**src/hdl/raster_pkg.sv**
```systemverilog
// raster unit shared definitions
package raster_pkg;

    // datapath widths
    localparam int XLEN      = 32;
    localparam int POS_BITS  = 10;
    localparam int MASK_BITS = 4;
    localparam int PID_BITS  = 8;
    localparam int RD_BITS   = 5;

    // warp count and warp id width
    localparam int NUM_WARPS = 4;
    localparam int NW_BITS   = 2;

    // the stamp word has pid on top and pos_x at the bottom
    localparam int STAMP_BITS = 32;
    localparam int POS_X_LSB  = 0;
    localparam int POS_Y_LSB  = POS_X_LSB + POS_BITS;
    localparam int MASK_LSB   = POS_Y_LSB + POS_BITS;
    localparam int PID_LSB    = MASK_LSB + MASK_BITS;

    // raster CSR map
    localparam int CSR_ADDR_BITS = 1;

    // pos_y and pos_x of the stamp
    localparam logic [CSR_ADDR_BITS-1:0] CSR_POS = 1'b0;

    // pid and coverage mask of the stamp
    localparam logic [CSR_ADDR_BITS-1:0] CSR_MASK_PID = 1'b1;

    // width of the packed commit payload for a given lane count
    function automatic int commit_bits(input int num_lanes);
        return NW_BITS + num_lanes + XLEN + RD_BITS + num_lanes * XLEN;
    endfunction

endpackage

```
**src/hdl/elastic_buffer.sv**
```systemverilog
// two-entry elastic buffer
`timescale 1ns/10ps
module elastic_buffer #(
    parameter int DATAW = 32
) (
    input  logic             clk,
    input  logic             rst_n,
    input  logic             valid_in,
    output logic             ready_in,
    input  logic [DATAW-1:0] data_in,
    output logic             valid_out,
    input  logic             ready_out,
    output logic [DATAW-1:0] data_out
);
    logic             main_valid;
    logic [DATAW-1:0] main_data;
    logic             skid_valid;
    logic [DATAW-1:0] skid_data;
    logic             push;
    logic             pop;
    logic             main_load;

    // ready only looks at the skid entry, which cuts the path from ready_out
    assign ready_in  = !skid_valid;
    assign valid_out = main_valid;
    assign data_out  = main_data;

    assign push      = valid_in && ready_in;
    assign pop       = main_valid && ready_out;
    assign main_load = pop || !main_valid;

    always_ff @(posedge clk or negedge rst_n) begin
        if (!rst_n) begin
            main_valid <= 1'b0;
            skid_valid <= 1'b0;
        end else if (main_load) begin
            // the skid entry drains first, there is no push while it is full
            main_valid <= skid_valid || push;
            skid_valid <= 1'b0;
        end else if (push) begin
            skid_valid <= 1'b1;
        end
    end

    always_ff @(posedge clk) begin
        if (main_load) begin
            main_data <= skid_valid ? skid_data : data_in;
        end
        if (push && !main_load) begin
            skid_data <= data_in;
        end
    end

endmodule

```
**src/hdl/raster_agent.sv**
```systemverilog
// raster agent
// joins execute requests with stamp batches
`timescale 1ns/10ps
module raster_agent
    import raster_pkg::*;
#(
    parameter int NUM_LANES = 2
) (
    input  logic                                 clk,
    input  logic                                 rst_n,
    input  logic                                 exe_valid,
    output logic                                 exe_ready,
    input  logic [NW_BITS-1:0]                   exe_wid,
    input  logic [NUM_LANES-1:0]                 exe_tmask,
    input  logic [XLEN-1:0]                      exe_pc,
    input  logic [RD_BITS-1:0]                   exe_rd,
    input  logic                                 req_valid,
    output logic                                 req_ready,
    input  logic [NUM_LANES-1:0][STAMP_BITS-1:0] req_stamps,
    input  logic                                 req_done,
    output logic                                 commit_valid,
    input  logic                                 commit_ready,
    output logic [NW_BITS-1:0]                   commit_wid,
    output logic [NUM_LANES-1:0]                 commit_tmask,
    output logic [XLEN-1:0]                      commit_pc,
    output logic [RD_BITS-1:0]                   commit_rd,
    output logic [NUM_LANES-1:0][XLEN-1:0]       commit_data,
    output logic                                 csr_we,
    output logic [NW_BITS-1:0]                   csr_wr_wid,
    output logic [NUM_LANES-1:0]                 csr_wr_tmask,
    output logic [NUM_LANES-1:0][STAMP_BITS-1:0] csr_wr_stamps
);
    localparam int DATAW = commit_bits(NUM_LANES);

    logic                           rsp_valid;
    logic                           rsp_ready;
    logic [NUM_LANES-1:0][XLEN-1:0] rsp_data;

    // each side is ready only when the other side and the buffer are
    assign exe_ready = req_valid && rsp_ready;
    assign req_ready = exe_valid && rsp_ready;
    assign rsp_valid = exe_valid && req_valid;

    // stamps land in the CSRs on the same edge the join fires
    assign csr_we        = exe_valid && req_valid && rsp_ready;
    assign csr_wr_wid    = exe_wid;
    assign csr_wr_tmask  = exe_tmask;
    assign csr_wr_stamps = req_stamps;

    // bit 0 tells the shader whether more stamps are coming
    always_comb begin
        for (int l = 0; l < NUM_LANES; l++) begin
            rsp_data[l] = XLEN'({req_stamps[l][PID_LSB +: PID_BITS], ~req_done});
        end
    end

    elastic_buffer #(
        .DATAW (DATAW)
    ) rsp_buf (
        .clk       (clk),
        .rst_n     (rst_n),
        .valid_in  (rsp_valid),
        .ready_in  (rsp_ready),
        .data_in   ({exe_wid, exe_tmask, exe_pc, exe_rd, rsp_data}),
        .valid_out (commit_valid),
        .ready_out (commit_ready),
        .data_out  ({commit_wid, commit_tmask, commit_pc, commit_rd, commit_data})
    );

endmodule

```
**src/hdl/raster_csr.sv**
```systemverilog
// raster CSR storage
// one stamp word per warp and lane
`timescale 1ns/10ps
module raster_csr
    import raster_pkg::*;
#(
    parameter int NUM_LANES  = 2,
    localparam int LANE_BITS = (NUM_LANES > 1) ? $clog2(NUM_LANES) : 1
) (
    input  logic                                 clk,
    input  logic                                 rst_n,
    input  logic                                 csr_we,
    input  logic [NW_BITS-1:0]                   csr_wr_wid,
    input  logic [NUM_LANES-1:0]                 csr_wr_tmask,
    input  logic [NUM_LANES-1:0][STAMP_BITS-1:0] csr_wr_stamps,
    input  logic [NW_BITS-1:0]                   csr_rd_wid,
    input  logic [LANE_BITS-1:0]                 csr_rd_lane,
    input  logic [CSR_ADDR_BITS-1:0]             csr_rd_addr,
    output logic [XLEN-1:0]                      csr_rd_data
);
    logic [NUM_LANES-1:0][STAMP_BITS-1:0] stamps [NUM_WARPS];
    logic [STAMP_BITS-1:0]                rd_word;

    always_ff @(posedge clk or negedge rst_n) begin
        if (!rst_n) begin
            for (int w = 0; w < NUM_WARPS; w++) begin
                stamps[w] <= '0;
            end
        end else if (csr_we) begin
            // inactive lanes keep whatever stamp they held before
            for (int l = 0; l < NUM_LANES; l++) begin
                if (csr_wr_tmask[l]) begin
                    stamps[csr_wr_wid][l] <= csr_wr_stamps[l];
                end
            end
        end
    end

    assign rd_word = stamps[csr_rd_wid][csr_rd_lane];

    always_comb begin
        case (csr_rd_addr)
            CSR_POS: begin
                csr_rd_data = XLEN'({rd_word[POS_Y_LSB +: POS_BITS],
                                     rd_word[POS_X_LSB +: POS_BITS]});
            end
            CSR_MASK_PID: begin
                csr_rd_data = XLEN'({rd_word[PID_LSB +: PID_BITS],
                                     rd_word[MASK_LSB +: MASK_BITS]});
            end
            default: begin
                csr_rd_data = '0;
            end
        endcase
    end

endmodule

```
**src/hdl/raster_unit_top.sv**
```systemverilog
// raster unit top level
`timescale 1ns/10ps
module raster_unit_top
    import raster_pkg::*;
#(
    parameter int NUM_LANES   = 2,
    parameter int QUEUE_DEPTH = 4,
    localparam int LANE_BITS  = (NUM_LANES > 1) ? $clog2(NUM_LANES) : 1
) (
    input  logic                                 clk,
    input  logic                                 rst_n,
    input  logic                                 stamp_valid,
    output logic                                 stamp_ready,
    input  logic [NUM_LANES-1:0][STAMP_BITS-1:0] stamp_data,
    input  logic                                 stamp_done,
    input  logic                                 exe_valid,
    output logic                                 exe_ready,
    input  logic [NW_BITS-1:0]                   exe_wid,
    input  logic [NUM_LANES-1:0]                 exe_tmask,
    input  logic [XLEN-1:0]                      exe_pc,
    input  logic [RD_BITS-1:0]                   exe_rd,
    output logic                                 commit_valid,
    input  logic                                 commit_ready,
    output logic [NW_BITS-1:0]                   commit_wid,
    output logic [NUM_LANES-1:0]                 commit_tmask,
    output logic [XLEN-1:0]                      commit_pc,
    output logic [RD_BITS-1:0]                   commit_rd,
    output logic [NUM_LANES-1:0][XLEN-1:0]       commit_data,
    input  logic [NW_BITS-1:0]                   csr_rd_wid,
    input  logic [LANE_BITS-1:0]                 csr_rd_lane,
    input  logic [CSR_ADDR_BITS-1:0]             csr_rd_addr,
    output logic [XLEN-1:0]                      csr_rd_data
);
    // queue to agent
    logic                                 req_valid;
    logic                                 req_ready;
    logic [NUM_LANES-1:0][STAMP_BITS-1:0] req_stamps;
    logic                                 req_done;

    // agent to CSR block
    logic                                 csr_we;
    logic [NW_BITS-1:0]                   csr_wr_wid;
    logic [NUM_LANES-1:0]                 csr_wr_tmask;
    logic [NUM_LANES-1:0][STAMP_BITS-1:0] csr_wr_stamps;

    stamp_queue #(
        .NUM_LANES   (NUM_LANES),
        .QUEUE_DEPTH (QUEUE_DEPTH)
    ) stamp_queue_i (
        .clk, .rst_n, .stamp_valid, .stamp_ready, .stamp_data, .stamp_done,
        .req_valid, .req_ready, .req_stamps, .req_done
    );

    raster_agent #(
        .NUM_LANES (NUM_LANES)
    ) raster_agent_i (
        .clk, .rst_n, .exe_valid, .exe_ready, .exe_wid, .exe_tmask, .exe_pc, .exe_rd,
        .req_valid, .req_ready, .req_stamps, .req_done,
        .commit_valid, .commit_ready, .commit_wid, .commit_tmask, .commit_pc,
        .commit_rd, .commit_data,
        .csr_we, .csr_wr_wid, .csr_wr_tmask, .csr_wr_stamps
    );

    raster_csr #(
        .NUM_LANES (NUM_LANES)
    ) raster_csr_i (
        .clk, .rst_n, .csr_we, .csr_wr_wid, .csr_wr_tmask, .csr_wr_stamps,
        .csr_rd_wid, .csr_rd_lane, .csr_rd_addr, .csr_rd_data
    );

endmodule

```
**src/hdl/stamp_queue.sv**
```systemverilog
// stamp batch FIFO
`timescale 1ns/10ps
module stamp_queue
    import raster_pkg::*;
#(
    parameter int NUM_LANES   = 2,
    parameter int QUEUE_DEPTH = 4
) (
    input  logic                                 clk,
    input  logic                                 rst_n,
    input  logic                                 stamp_valid,
    output logic                                 stamp_ready,
    input  logic [NUM_LANES-1:0][STAMP_BITS-1:0] stamp_data,
    input  logic                                 stamp_done,
    output logic                                 req_valid,
    input  logic                                 req_ready,
    output logic [NUM_LANES-1:0][STAMP_BITS-1:0] req_stamps,
    output logic                                 req_done
);
    localparam int ENTRY_BITS = NUM_LANES * STAMP_BITS + 1;
    localparam int PTR_BITS   = (QUEUE_DEPTH > 1) ? $clog2(QUEUE_DEPTH) : 1;
    localparam int CNT_BITS   = $clog2(QUEUE_DEPTH + 1);

    logic [ENTRY_BITS-1:0] entries [QUEUE_DEPTH];
    logic [PTR_BITS-1:0]   rd_ptr;
    logic [PTR_BITS-1:0]   wr_ptr;
    logic [CNT_BITS-1:0]   count;
    logic                  push;
    logic                  pop;

    // the pointers wrap explicitly so any depth works
    function automatic logic [PTR_BITS-1:0] next_ptr(input logic [PTR_BITS-1:0] ptr);
        if (ptr == PTR_BITS'(QUEUE_DEPTH - 1)) begin
            return '0;
        end
        return ptr + 1'b1;
    endfunction

    assign req_valid = (count != '0);
    // a full queue still accepts when the head leaves in the same cycle
    assign stamp_ready = (count != CNT_BITS'(QUEUE_DEPTH)) || req_ready;
    assign push = stamp_valid && stamp_ready;
    assign pop  = req_valid && req_ready;

    assign {req_stamps, req_done} = entries[rd_ptr];

    always_ff @(posedge clk or negedge rst_n) begin
        if (!rst_n) begin
            rd_ptr <= '0;
            wr_ptr <= '0;
            count  <= '0;
        end else begin
            if (push) begin
                wr_ptr <= next_ptr(wr_ptr);
            end
            if (pop) begin
                rd_ptr <= next_ptr(rd_ptr);
            end
            if (push && !pop) begin
                count <= count + 1'b1;
            end else if (pop && !push) begin
                count <= count - 1'b1;
            end
        end
    end

    always_ff @(posedge clk) begin
        if (push) begin
            entries[wr_ptr] <= {stamp_data, stamp_done};
        end
    end

endmodule

```
**config.mk**
```make
export PLATFORM = sky130hd
export DESIGN_NAME = raster_unit_top
export DESIGN_NICKNAME = d
export VERILOG_FILES = /design/src/hdl/raster_pkg.sv /design/src/hdl/elastic_buffer.sv /design/src/hdl/raster_agent.sv /design/src/hdl/raster_csr.sv /design/src/hdl/raster_unit_top.sv /design/src/hdl/stamp_queue.sv
export SDC_FILE = /design/constraint.sdc
export NUM_CORES = 1
export LEC_CHECK = 0
export ABC_AREA = 1
export BUFFER_PORTS_ARGS = -buffer_cell sky130_fd_sc_hd__buf_2
export CORE_MARGIN = 8
export CORE_UTILIZATION = 29
export DETAILED_ROUTE_END_ITERATION = 10
export PLACE_DENSITY_LB_ADDON = 0.3
export SLEW_MARGIN = 20
export SYNTH_ARGS = -nofsm -noshare
export SYNTH_HDL_FRONTEND = slang
export SYNTH_SLANG_ARGS = --single-unit
```
**constraint.sdc**
```tcl
create_clock -name clk -period 4.6 [get_ports clk]
set_input_delay 0.46 -clock clk [delete_from_list [all_inputs] [get_ports clk]]
set_output_delay 0.46 -clock clk [all_outputs]
set_load 0.03 [all_outputs]
```
==> reports/results.md, run 1 <==
| Result | Value | Unit |
|:---|:---|:---|
| Average footprint of a synthesized cell | 9.77 | µm² |
| Library cell used as clock root buffer | clkbuf_16 | - |
| Final wirelength | 74.2 | mm |
| Clock latency of the later-clocked register in the worst-skew pair | 0.62 | ns |
| Number of clock sinks | 641 | - |
| Final period utilization | 70.7 | % |
| Standard-cell row count | 113 | - |
| Initial standard-cell utilization of the core | 29.1 | % |
| Initial antenna violation count | 15 | - |
| Vias per Instance | 4.42 | - |
| Top post-synthesis cells by area | edfxtp_1 (41%), dfrtp_1 (24%), nand2_1 (15%) | - |
| Net Sw Frac | 36.4 | % |
| FILL cells | 9719 | - |
| Crit end category | output pin | - |
| Net count of the finished layout | 3109 | - |
| Area of the mapped netlist | 27500 | µm² |
| Ys Warns | 0 | - |
| Hold depth | 1 | - |
| Number of H-tree levels | 3 | - |
| Buffers inserted during post-CTS setup optimization | 0 | - |
| Static leakage | 14.2 | nW |
| Worst slew slack as a fraction of its limit | 33.5 | % |
| Worst min path class | input pin to flop | - |
| Post-synth top area share | 41.0 | % |
| Max Transition Viols Final | 0 | - |
| Max-cap violation count | 0 | - |
| Number of hold buffers added after cts | 19 | - |
| Most instantiated cells after synthesis | nand2_1 (1096), edfxtp_1 (376), dfrtp_1 (265) | - |
| GRT Overall Usage | 14.0 | % |
| Internal Pwr Total | 13.2 | mW |
| Fraction of power consumed by sequential logic | 42.9 | % |
| Final weighted congestion in routability-driven placement | 0.764 | - |
| Number of buffers on the longest clock path | 3 | - |
| Sequential fraction of the synthesis area | 65.1 | % |
| I/O pins | 255 | - |
| Critical register-to-register path startpoint | stamp_queue_i.rd_ptr[0] | - |
| Core area | 94600 | µm² |
| CTS tree | built | - |
| Number of failing setup endpoints in the final timing report | 0 | - |
| Register-to-register path setup slack | 1.93 | ns |
| Clock buffer count from CTS | 73 | - |
| Net Switching | 7.54 | mW |
| Finished Cell Area | 32000 | µm² |
| CTS resizes | 0 | - |
| Primary flip-flop cell chosen by synthesis mapping | edfxtp_1 | - |
| EDFF count, synth | 376 | - |
| Wire length of the first global-routing pass | 114 | mm |
| Worst setup path category | input pin to output pin | - |
| Pin count of the biggest net entering global routing | 94 | - |
| Final Hold Violating Endpoints | 0 | - |
| Combinational cell fraction of total power | 29.4 | % |
| Worst reg2reg path endpoint | raster_csr_i.stamps[201] | - |
| Die footprint | 105000 | µm² |
| Via total after detailed routing | 19080 | - |
| Setup TNS after final layout | 0 | ns |
| Power density over the cells | 646 | nW/µm² |
| Async set-reset flop share out of synthesis | 41.3 | % |
| Number of instances in the synthesized netlist | 2819 | - |
| Critical path data required time | 4.14 | ns |
| Timing endpoint of the critical path | csr_rd_data[3] | - |
| Clock Pin Slew Worst Setup and Hold Paths | 0.06 | ns |
| Worst Max-Slew Pin Slew | 0.996 | ns |
| Fmax | 0.307 | GHz |
| Beginning of the critical path | csr_rd_wid[0] | - |
| Flip-flop and latch count after synthesis | 641 | - |
| Final Critical Period | 3.25 | ns |
| RSZ-0062 raised after global routing | no | - |
| First drt pass iteration count | 5 | - |
| Worst reg2reg path depth | 6 | - |
| Horiz. Die Dim | 324 | µm |
| Via count of the first global-routing pass | 18448 | - |
| Total congestion overflow after global routing | 0 | - |
| Placed inst area | 29400 | µm² |
| Area Overhead vs Synth | 16.3 | % |
| Fraction of final layout cells with drive strength greater than 1 | 13.5 | % |
| Run status | completed | - |
| Maximum fanout count along the critical path | 54 | - |
| Most instantiated library cell after synthesis | nand2_1 | - |
| Routed wire length per instance | 17.2 | µm |
| CP arrival | 2.79 | ns |
| Final worst clock skew | 0.0232 | ns |
| Buffers added on ports | 196 | - |
| Dominant cell type by area after synthesis | edfxtp_1 | - |
| Worst VDD drop | 0.000335 | V |
| Cell variety after synth | 30 | - |
| Sort of element at the start of the critical path | input pin | - |
| Die outline height | 324 | µm |
| Post-route DRC | 0 | - |
| Detail Route Antenna Nets | 0 | - |
| Number of design-rule violations left by the first detailed-router iteration | 1482 | - |
| Relative contribution of the clock network to total power | 27.8 | % |
| DP Wirelength | 46.3 | mm |
[worst min-delay path by stage]
stage,from,to
after floorplan,rst_n,raster_agent_i.rsp_buf.skid_valid
after global placement,raster_csr_i.stamps[94],raster_csr_i.stamps[94]
after detailed placement,raster_csr_i.stamps[94],raster_csr_i.stamps[94]
after CTS,exe_pc[11],raster_agent_i.rsp_buf.skid_data[80]
after global routing,exe_pc[18],raster_agent_i.rsp_buf.skid_data[87]
final,exe_pc[26],raster_agent_i.rsp_buf.skid_data[95]
[stage by stage]
stage / util (%) / setup slack [ns] / hold slack (ns) / cells / total power [mW]
2_1_floorplan: - / 0.271 / 0.164 / 2876 / 13.1
3_3_place_gp: 31.1 / 1.28 / 0.462 / 4158 / 15.1
3_5_place_dp: 31.1 / 1.27 / 0.465 / 4158 / 15.1
6_report: 33.9 / 1.35 / 0.0377 / 4317 / 20.7
4_1_cts: 33.8 / 1.26 / 0.000113 / 4313 / 21.0
5_1_grt: 33.9 / 1.13 / 0.00660 / 4315 / 22.1
[power by group through the flow]
stage	combinational (mW)	sequential, mW	clock [mW]
after global routing	6.91	9.07	6.15
after global placement	6.11	8.94	0
after detailed placement	6.18	8.96	0
after floorplan	3.99	9.13	0
after CTS	6.21	8.86	5.93
final	6.08	8.87	5.75
[cells by family after synthesis]
group | share of synthesized area, %
xor gates and xnor gates | 0.0636
adders and majority gates | 0.345
AOI/OAI and AO/OA | 5.51
and+or+nand+nor | 21.6
other | 0.0136
muxes | 0.0409
buffers and inverters | 7.31
DFF | 65.1
[critical path: stages]
cell	delay, ns
buf_4	0.28
clkinv_2	0.61
buf_4	0.56
nand2_1	0.12
nand3_1	0.07
nand3_1	0.11
nand3_1	0.08
nand2_1	0.21
buf_2	0.24
[layer usage]
| metal | wire, µm | track usage (%) | up-vias | share of wire [%] |
|---|---|---|---|---|
| li1 | - | - | 9390 | - |
| met1 | 33900 | 19.3 | 9142 | 46 |
| met2 | 34000 | 22.4 | 428 | 46 |
| met3 | 4680 | 3.00 | 112 | 6.3 |
| met4 | 1600 | 3.77 | 8 | 2.2 |
| met5 | 52 | 0 | - | 0.070 |
[sequential cells by signal, summed over array words and instances (netlist names)]
signal	cells
stamp_queue_i.entries	260
raster_csr_i.stamps	256
raster_agent_i.rsp_buf.data_out	58
raster_agent_i.rsp_buf.skid_valid	1
raster_agent_i.rsp_buf.skid_data	58
stamp_queue_i.wr_ptr	2
stamp_queue_i.rd_ptr	2
stamp_queue_i.count	3
raster_agent_i.rsp_buf.valid_out	1
[area by class of cell]
cell class	count	area [µm²]	area share [%]
Antenna cell	4	10.0	0.0313
Clock buffer	92	2020	6.31
Clock inverter	44	367	1.14
Inverter	194	734	2.29
Multi-Input combinational cell	1827	7860	24.5
Sequential cell	641	17900	56.0
Tap cell	1265	1580	4.94
Timing Repair Buffer	250	1520	4.75
[cells in the final DEF, fill, tap and decap left out, drive strengths merged, types with 6 or more instances in the layout]
| cell type | instances |
|---|---|
| conb | 58 |
| o211ai | 8 |
| inv | 197 |
| dlygate4sd3 | 19 |
| clkbuf | 92 |
| nand3 | 252 |
| clkinv | 34 |
| ha | 6 |
| nor2 | 127 |
| buf | 231 |
| edfxtp | 376 |
| dfrtp | 265 |
| o21ai | 262 |
| nand2 | 1105 |
Power figures use the tool's default switching activity.
==> inputs of run 2 (changes only) <==
- clock period: 4.6 -> 2.9 ns (I/O delays scaled with it)
==> reports/results.md, run 2 (synthesized netlist as in run 1, its figures left out) <==
| Result | Value | Unit | Change |
|:---|:---|:---|:---|
| Fin Hold WS | 0.190 | ns | +0.153 ns |
| Detail Route Antenna Nets | 0 | - | unchanged |
| Worst min path class | input pin to asynchronous set/reset pin | - |  |
| Post-layout power | 33.4 | mW | +61% |
| Highest cell delay on the worst timing path | 0.37 | ns | -0.24 ns |
| Final period utilization | 76.6 | % |  |
| Final Critical Period | 2.22 | ns |  |
| Horiz. Die Dim | 324 | µm | unchanged |
| Fmax | 0.450 | GHz |  |
| Highest-count cells in the layout ignoring fill and taps | nand2_1 (1093), edfxtp_1 (376), dfrtp_1 (262), nand3_1 (252), buf_2 (194) | - |  |
| First drt pass iteration count | 5 | - | unchanged |
| Setup TNS after final layout | 0 | ns | unchanged |
| Worst Max-Slew Pin Slew | 0.788 | ns | -0.208 ns |
| Static leakage | 14.8 | nW | +4.1% |
| Clock Pin Slew Worst Setup and Hold Paths | 0.06 | ns | about the same |
| Beginning of the critical path | raster_csr_i.stamps[79] | - |  |
| Maximum fanout count along the critical path | 2 | - | -96% |
| Worst reg2reg path endpoint | stamp_queue_i.count[1] | - |  |
| Number of design-rule violations left by the first detailed-router iteration | 1312 | - | -11% |
| Initial standard-cell utilization of the core | 29.1 | % | unchanged |
| Placed inst area | 29800 | µm² | +1.4% |
| Crit end category | output pin | - |  |
| Run status | completed | - |  |
| CP arrival | 1.93 | ns | -0.86 ns |
| Finished Cell Area | 33400 | µm² | +4.2% |
| Pin count of the biggest net entering global routing | 133 | - | +41% |
| Total congestion overflow after global routing | 0 | - | unchanged |
| Clock latency of the later-clocked register in the worst-skew pair | 0.62 | ns | about the same |
| Leading cell type in the layout, fill and taps excluded | nand2_1 | - |  |
| I/O pins | 255 | - | unchanged |
| Final worst clock skew | 0.0281 | ns | +0.00488 ns |
| Buffers inserted during post-CTS setup optimization | 0 | - | unchanged |
| Net count of the finished layout | 3214 | - | +3.4% |
| Final Hold Violating Endpoints | 0 | - | unchanged |
| Clock buffer count from CTS | 73 | - | unchanged |
| Wire length of the first global-routing pass | 115 | mm | +0.90% |
| Buffers added on ports | 196 | - | unchanged |
| Final wirelength | 73.5 | mm | -0.88% |
| DP Wirelength | 46.8 | mm | +1.2% |
| Critical register-to-register path startpoint | stamp_queue_i.count[0] | - |  |
| CTS resizes | 0 | - | unchanged |
| Number of H-tree levels | 3 | - | unchanged |
| Core Util, Final | 35.3 | % | +1.4 points |
| Number of hold buffers added after cts | 108 | - | +89 |
| Worst reg2reg path depth | 9 | - | +3 |
| Post-route DRC | 0 | - | unchanged |
| Number of failing setup endpoints in the final timing report | 0 | - | unchanged |
| Power density over the cells | 1000 | nW/µm² | +55% |
| Die outline height | 324 | µm | unchanged |
| Number of clock sinks | 641 | - | unchanged |
| Via total after detailed routing | 19340 | - | +1.4% |
| Fraction of final layout cells with drive strength greater than 1 | 13.5 | % | +0.064 points |
| Standard-cell row count | 113 | - | unchanged |
| Worst path most repeated cell | nor2_1 | - |  |
| Critical path data required time | 2.61 | ns | -1.53 ns |
| Max Transition Viols Final | 0 | - | unchanged |
| Largest registers in the final layout | stamp_queue_i.entries (260), raster_csr_i.stamps (256) | - |  |
| Via count of the first global-routing pass | 19208 | - | +4.1% |
| Number of flip-flops under the largest register name | 260 | - | unchanged |
| Routed wire length per instance | 16.6 | µm | -3.2% |
| GRT Overall Usage | 13.9 | % | -0.15 points |
| Final weighted congestion in routability-driven placement | 0.777 | - | +1.6% |
| Register-to-register path setup slack | 0.76 | ns | -1.17 ns |
| Die footprint | 105000 | µm² | unchanged |
| Sort of element at the start of the critical path | flop | - |  |
| Worst setup path category | flop to output pin | - |  |
| Cell-by-cell listing of the critical path | nor2_1 > nor2_1 > o21ai_0 > nand2_1 > nor2_1 > nor2_1 > buf_2 | - |  |
| Vias per Instance | 4.38 | - | -0.98% |
| Register bank with the most flops | stamp_queue_i.entries | - |  |
| Core area | 94600 | µm² | unchanged |
| CTS tree | built | - |  |
| RSZ-0062 raised after global routing | no | - |  |
| Max-cap violation count | 0 | - | unchanged |
| Worst VDD drop | 0.000685 | V | +100% |
| Worst slew slack as a fraction of its limit | 47.5 | % | +14 points |
| Area Overhead vs Synth | 21.2 | % |  |
| Library cell used as clock root buffer | clkbuf_16 | - |  |
| Library cell contributing the largest single delay on the critical path | dfrtp_1 | - |  |
| FILL cells | 9554 | - | -1.7% |
| Number of buffers on the longest clock path | 3 | - | unchanged |
| Initial antenna violation count | 5 | - | -10 |
-- run 2: cell count changes in the layout (fill, tap and decap cells not counted), moves of 2 or more --
cell / before / now
clkinv_2: 14 / 11
clkinv_1: 17 / 8
clkinv_4: 1 / 4
diode_2: 4 / 2
clkbuf_8: 6 / 4
inv_6: 5 / 3
buf_4: 30 / 23
clkbuf_16: 76 / 74
bufinv_16: 4 / 8
buf_12: 6 / 29
clkbuf_1: 10 / 18
dlygate4sd3_1: 19 / 108
-- run 2: report_power, final --
| group | switching (mW) | internal [mW] | leakage, nW |
|---|---|---|---|
| sequential | 1.20 | 12.8 | 6.81 |
| clock | 3.76 | 5.56 | 1.19 |
| combinational | 7.03 | 3.01 | 6.81 |
-- run 2: layout make-up --
type	count	area (µm²)	area share, %
flip-flops and latches	641	17900	53.7
clock buffers	96	1970	5.92
multi-input cells	1827	7860	23.6
well taps	1265	1580	4.74
diodes	2	5.00	0.0150
repair buffers	355	2820	8.45
clock inverters	39	469	1.41
inverters	194	734	2.20
-- run 2: worst max-delay path, delay by kind of cell, from the launching register on --
| family | cells | cell delay, ns |
|---|---|---|
| AOI/OAI and AO/OA | 1 | 0.08 |
| buffers and inverters | 1 | 0.28 |
| and+or+nand+nor | 5 | 0.60 |
| DFF | 1 | 0.37 |
-- run 2: per-stage QoR --
step	instances	setup slack (ns)
floorplan	2876	-0.336
global placement	4174	0.725
detailed placement	4174	0.725
CTS	4417	0.622
global route	4417	0.496
finish	4419	0.680
-- run 2: per-layer routing --
metal | vias up | GRT usage [%] | wire length, µm
met5 | - | 0 | 35
met1 | 9278 | 18.5 | 33300
met2 | 365 | 23.4 | 35300
met3 | 99 | 2.39 | 3350
met4 | 6 | 3.56 | 1550
li1 | 9592 | - | -
-- run 2: how the worst max path moves through the flow --
stage | end | cells past startpoint | slack (ns)
CTS | csr_rd_data[15] | 7 | 0.62
global placement | csr_rd_data[15] | 8 | 0.73
detailed placement | csr_rd_data[15] | 8 | 0.72
finish | csr_rd_data[15] | 7 | 0.68
floorplan | stamp_queue_i.entries[0][0] | 6 | -0.34
global route | csr_rd_data[15] | 7 | 0.50
==> inputs of run 3 (changes only) <==
- ABC_AREA: 1 -> 0
- clock period: 2.9 -> 2.2 ns (I/O delays scaled with it)
==> reports/results.md, run 3 <==
| Result | Value | Unit | Change |
|:---|:---|:---|:---|
| Total congestion overflow after global routing | 0 | - | unchanged |
| Largest registers in the final layout | stamp_queue_i.entries (260), raster_csr_i.stamps (256) | - |  |
| Power density over the cells | 1330 | nW/µm² | +33% |
| Library cell used as clock root buffer | clkbuf_16 | - |  |
| Standard-cell row count | 110 | - | -2.7% |
| Most instantiated cells after synthesis | edfxtp_1 (376), mux2_2 (288), dfrtp_1 (265) | - |  |
| Via count of the first global-routing pass | 14833 | - | -23% |
| Final Hold Violating Endpoints | 0 | - | unchanged |
| Horiz. Die Dim | 316 | µm | -2.6% |
| I/O pins | 255 | - | unchanged |
| Crit end category | output pin | - |  |
| Worst VDD drop | 0.000646 | V | -5.7% |
| Number of instances in the synthesized netlist | 1323 | - | -53% |
| Die outline height | 316 | µm | -2.6% |
| Async set-reset flop share out of synthesis | 41.3 | % | unchanged |
| Leading cell type in the layout, fill and taps excluded | edfxtp_1 | - |  |
| Number of flip-flops under the largest register name | 260 | - | unchanged |
| Most instantiated library cell after synthesis | edfxtp_1 | - |  |
| Final cell count without fillers | 2956 | - | -33% |
| Clock latency of the later-clocked register in the worst-skew pair | 0.61 | ns | about the same |
| Initial antenna violation count | 5 | - | unchanged |
| Top post-synthesis cells by area | edfxtp_1 (43%), dfrtp_1 (25%), mux2_2 (12%) | - |  |
| Sequential fraction of the synthesis area | 68.9 | % | +3.8 points |
| Combinational cell fraction of total power | 29.5 | % | -0.6 points |
| Net Switching | 12.9 | mW | +7.5% |
| Ys Warns | 0 | - | unchanged |
| Run status | complete, but fails checks | - |  |
| Final Critical Period | 2.28 | ns |  |
| Final wirelength | 62.4 | mm | -15% |
| Post-layout worst setup margin | -0.0797 | ns | -0.760 ns |
| Pin count of the biggest net entering global routing | 66 | - | -50% |
| Worst min path class | input pin to flop | - |  |
| Final period utilization | 104 | % |  |
| Worst Max-Slew Pin Slew | 1.03 | ns | +0.243 ns |
| Initial standard-cell utilization of the core | 29.1 | % | about the same |
| Routed wire length per instance | 21.1 | µm | +27% |
| Area of the mapped netlist | 26000 | µm² | -5.5% |
| Final worst clock skew | 0.0232 | ns | -0.00491 ns |
| Fmax | 0.439 | GHz |  |
| Failing checks | setup timing | - |  |
| Multi-input logic area | 7760 | µm² | -1.3% |
| Buffers added on ports | 196 | - | unchanged |
| Number of design-rule violations left by the first detailed-router iteration | 724 | - | -45% |
| Worst reg2reg path endpoint | stamp_queue_i.count[2] | - |  |
| Cell variety after synth | 35 | - | +17% |
| Number of buffers on the longest clock path | 3 | - | unchanged |
| Net Sw Frac | 29.4 | % | -6.6 points |
| Sort of element at the start of the critical path | flop | - |  |
| Register-to-register path setup slack | 0.13 | ns | -0.63 ns |
| Dominant cell type by area after synthesis | edfxtp_1 | - |  |
| Number of H-tree levels | 3 | - | unchanged |
| Max Transition Viols Final | 0 | - | unchanged |
| Sequential standard cell area | 17900 | µm² | about the same |
| Highest-count cells in the layout ignoring fill and taps | edfxtp_1 (376), mux2_2 (288), dfrtp_1 (259), buf_2 (174), mux4_2 (129) | - |  |
| Primary flip-flop cell chosen by synthesis mapping | edfxtp_1 | - |  |
| EDFF count, synth | 376 | - | unchanged |
| Critical path data required time | 1.98 | ns | -0.63 ns |
| Number of failing setup endpoints in the final timing report | 11 | - | +11 |
| Hold Crit Endpoint | raster_agent_i.rsp_buf.skid_data[73] | - |  |
| Detail Route Antenna Nets | 0 | - | unchanged |
| CTS tree | built | - |  |
| Static leakage | 12.6 | nW | -15% |
| Flip-flop and latch count after synthesis | 641 | - | unchanged |
| Via total after detailed routing | 13362 | - | -31% |
| RSZ-0062 raised after global routing | yes | - |  |
| Internal Pwr Total | 31.0 | mW | +45% |
| Clock buffer count from CTS | 72 | - | -1.4% |
| Worst setup path category | flop to output pin | - |  |
| Net count of the finished layout | 1845 | - | -43% |
| Die footprint | 99600 | µm² | -5.2% |
| Worst slack after detailed placement | 0.0250 | ns | -0.700 ns |
| First drt pass iteration count | 4 | - | -1 |
| Post-synth top area share | 43.4 | % | +2.4 points |
| Vias per Instance | 4.52 | - | +3.3% |
| DP Wirelength | 42.1 | mm | -10% |
| Relative contribution of the clock network to total power | 28.1 | % | +0.2 points |
| Worst slew slack as a fraction of its limit | 31.2 | % | -16 points |
| Hold depth | 3 | - |  |
| Start point of the worst hold path | commit_ready | - |  |
| Post-route DRC | 0 | - | unchanged |
| Critical register-to-register path startpoint | stamp_queue_i.count[0] | - |  |
| CP arrival | 2.06 | ns | +0.13 ns |
| Number of clock sinks | 641 | - | unchanged |
| Worst reg2reg path depth | 8 | - | -1 |
| Core area | 89500 | µm² | -5.4% |
| Maximum fanout count along the critical path | 2 | - | unchanged |
| Average footprint of a synthesized cell | 19.7 | µm² | +100% |
| Register bank with the most flops | stamp_queue_i.entries | - |  |
| GRT Overall Usage | 12.5 | % | -1.4 points |
| Max-cap violation count | 0 | - | unchanged |
| Area Overhead vs Synth | 26.8 | % |  |
| FILL cells | 8315 | - | -13% |
| Fraction of power consumed by sequential logic | 42.4 | % | +0.4 points |
| Cell count after placement | 2706 | - | -35% |
| Clock Pin Slew Worst Setup and Hold Paths | 0.06 | ns | about the same |
| Wire length of the first global-routing pass | 94.4 | mm | -18% |
| Final weighted congestion in routability-driven placement | 0.732 | - | -5.7% |
| Fraction of final layout cells with drive strength greater than 1 | 50.8 | % | +37 points |
-- run 3: repair_timing --
item	4_1_cts	5_1_grt
pin swaps	23	8
cloned	0	0
setup buffers	6	5
endpoints found under the hold margin	409	0
resized for setup	69	9
endpoints found under the setup margin	21	22
hold buffers	108	0
-- run 3: per-stage QoR --
stage	power [mW]	TNS, ns	utilization (%)	instance area [µm²]	hold slack (ns)
detailed placement	31.4	0	32.5	29100	0.240
global placement	30.8	-1.06	32.5	29100	0.229
floorplan	26.6	-36.26	-	26300	-0.0756
finish	43.9	-0.395	36.9	33000	0.129
CTS	44.5	-1.20	36.8	32900	0.0861
global route	46.1	-1.57	36.9	33000	0.106
-- run 3: layer usage --
layer  GRT usage, %  vias to the layer above  share of wire, %  wire length [µm]
li1               -                     5858                 -                 -
met1           15.8                     7071                43             26600
met2           21.5                      328                50             31100
met3           2.65                       97               5.1              3170
met4           3.80                        8               2.4              1470
met5              0                        -             0.079                49
-- run 3: kinds of logic (layout without fill, tap and decap cells) --
| family | count (synthesis) | after routing | synth area share, % |
|---|---|---|---|
| compound gates | 27 | 27 | 0.755 |
| xor+xnor | 3 | 3 | 0.101 |
| fa+ha+maj | 7 | 7 | 0.365 |
| buf+inv | 132 | 531 | 3.06 |
| flops | 641 | 641 | 68.9 |
| mux | 455 | 455 | 25.7 |
| other cells | 1 | 59 | 0.0144 |
| simple gates | 57 | 57 | 1.19 |
-- run 3: power groups by stage --
stage	registers, mW	logic (mW)	clock network (mW)
2_1_floorplan	18.8	7.82	0
3_3_place_gp	18.6	12.2	0
3_5_place_dp	18.8	12.5	0
4_1_cts	18.6	13.2	12.7
5_1_grt	19.0	14.0	13.2
6_report	18.6	13.0	12.3
-- run 3: worst max-delay path, stage by stage (launching register included) --
cell	delay, ns
dfrtp_1	0.39
mux4_2	0.50
a22oi_2	0.26
nand2_2	0.14
buf_6	0.17
-- run 3: worst max path at each step --
stage | from | endpoint | slack [ns] | cells past startpoint
after floorplan | raster_agent_i.rsp_buf.skid_valid | stamp_queue_i.entries[0][0] | -0.13 | 4
after global placement | csr_rd_lane | csr_rd_data[1] | -0.19 | 5
after detailed placement | stamp_queue_i.count[1] | raster_csr_i.stamps[0] | 0.03 | 4
after CTS | raster_csr_i.stamps[10] | csr_rd_data[10] | -0.12 | 4
after global routing | raster_csr_i.stamps[22] | csr_rd_data[2] | -0.15 | 4
final | raster_csr_i.stamps[10] | csr_rd_data[10] | -0.08 | 4
-- run 3: layout make-up --
class / instances / share of cell area, %
Tap cell: 1176 / 4.46
Antenna cell: 1 / 0.00758
Inverter: 6 / 0.0683
Clock inverter: 27 / 0.963
Timing Repair Buffer: 395 / 10.1
Multi-Input combinational cell: 607 / 23.5
Sequential cell: 641 / 54.4
Clock buffer: 103 / 6.51
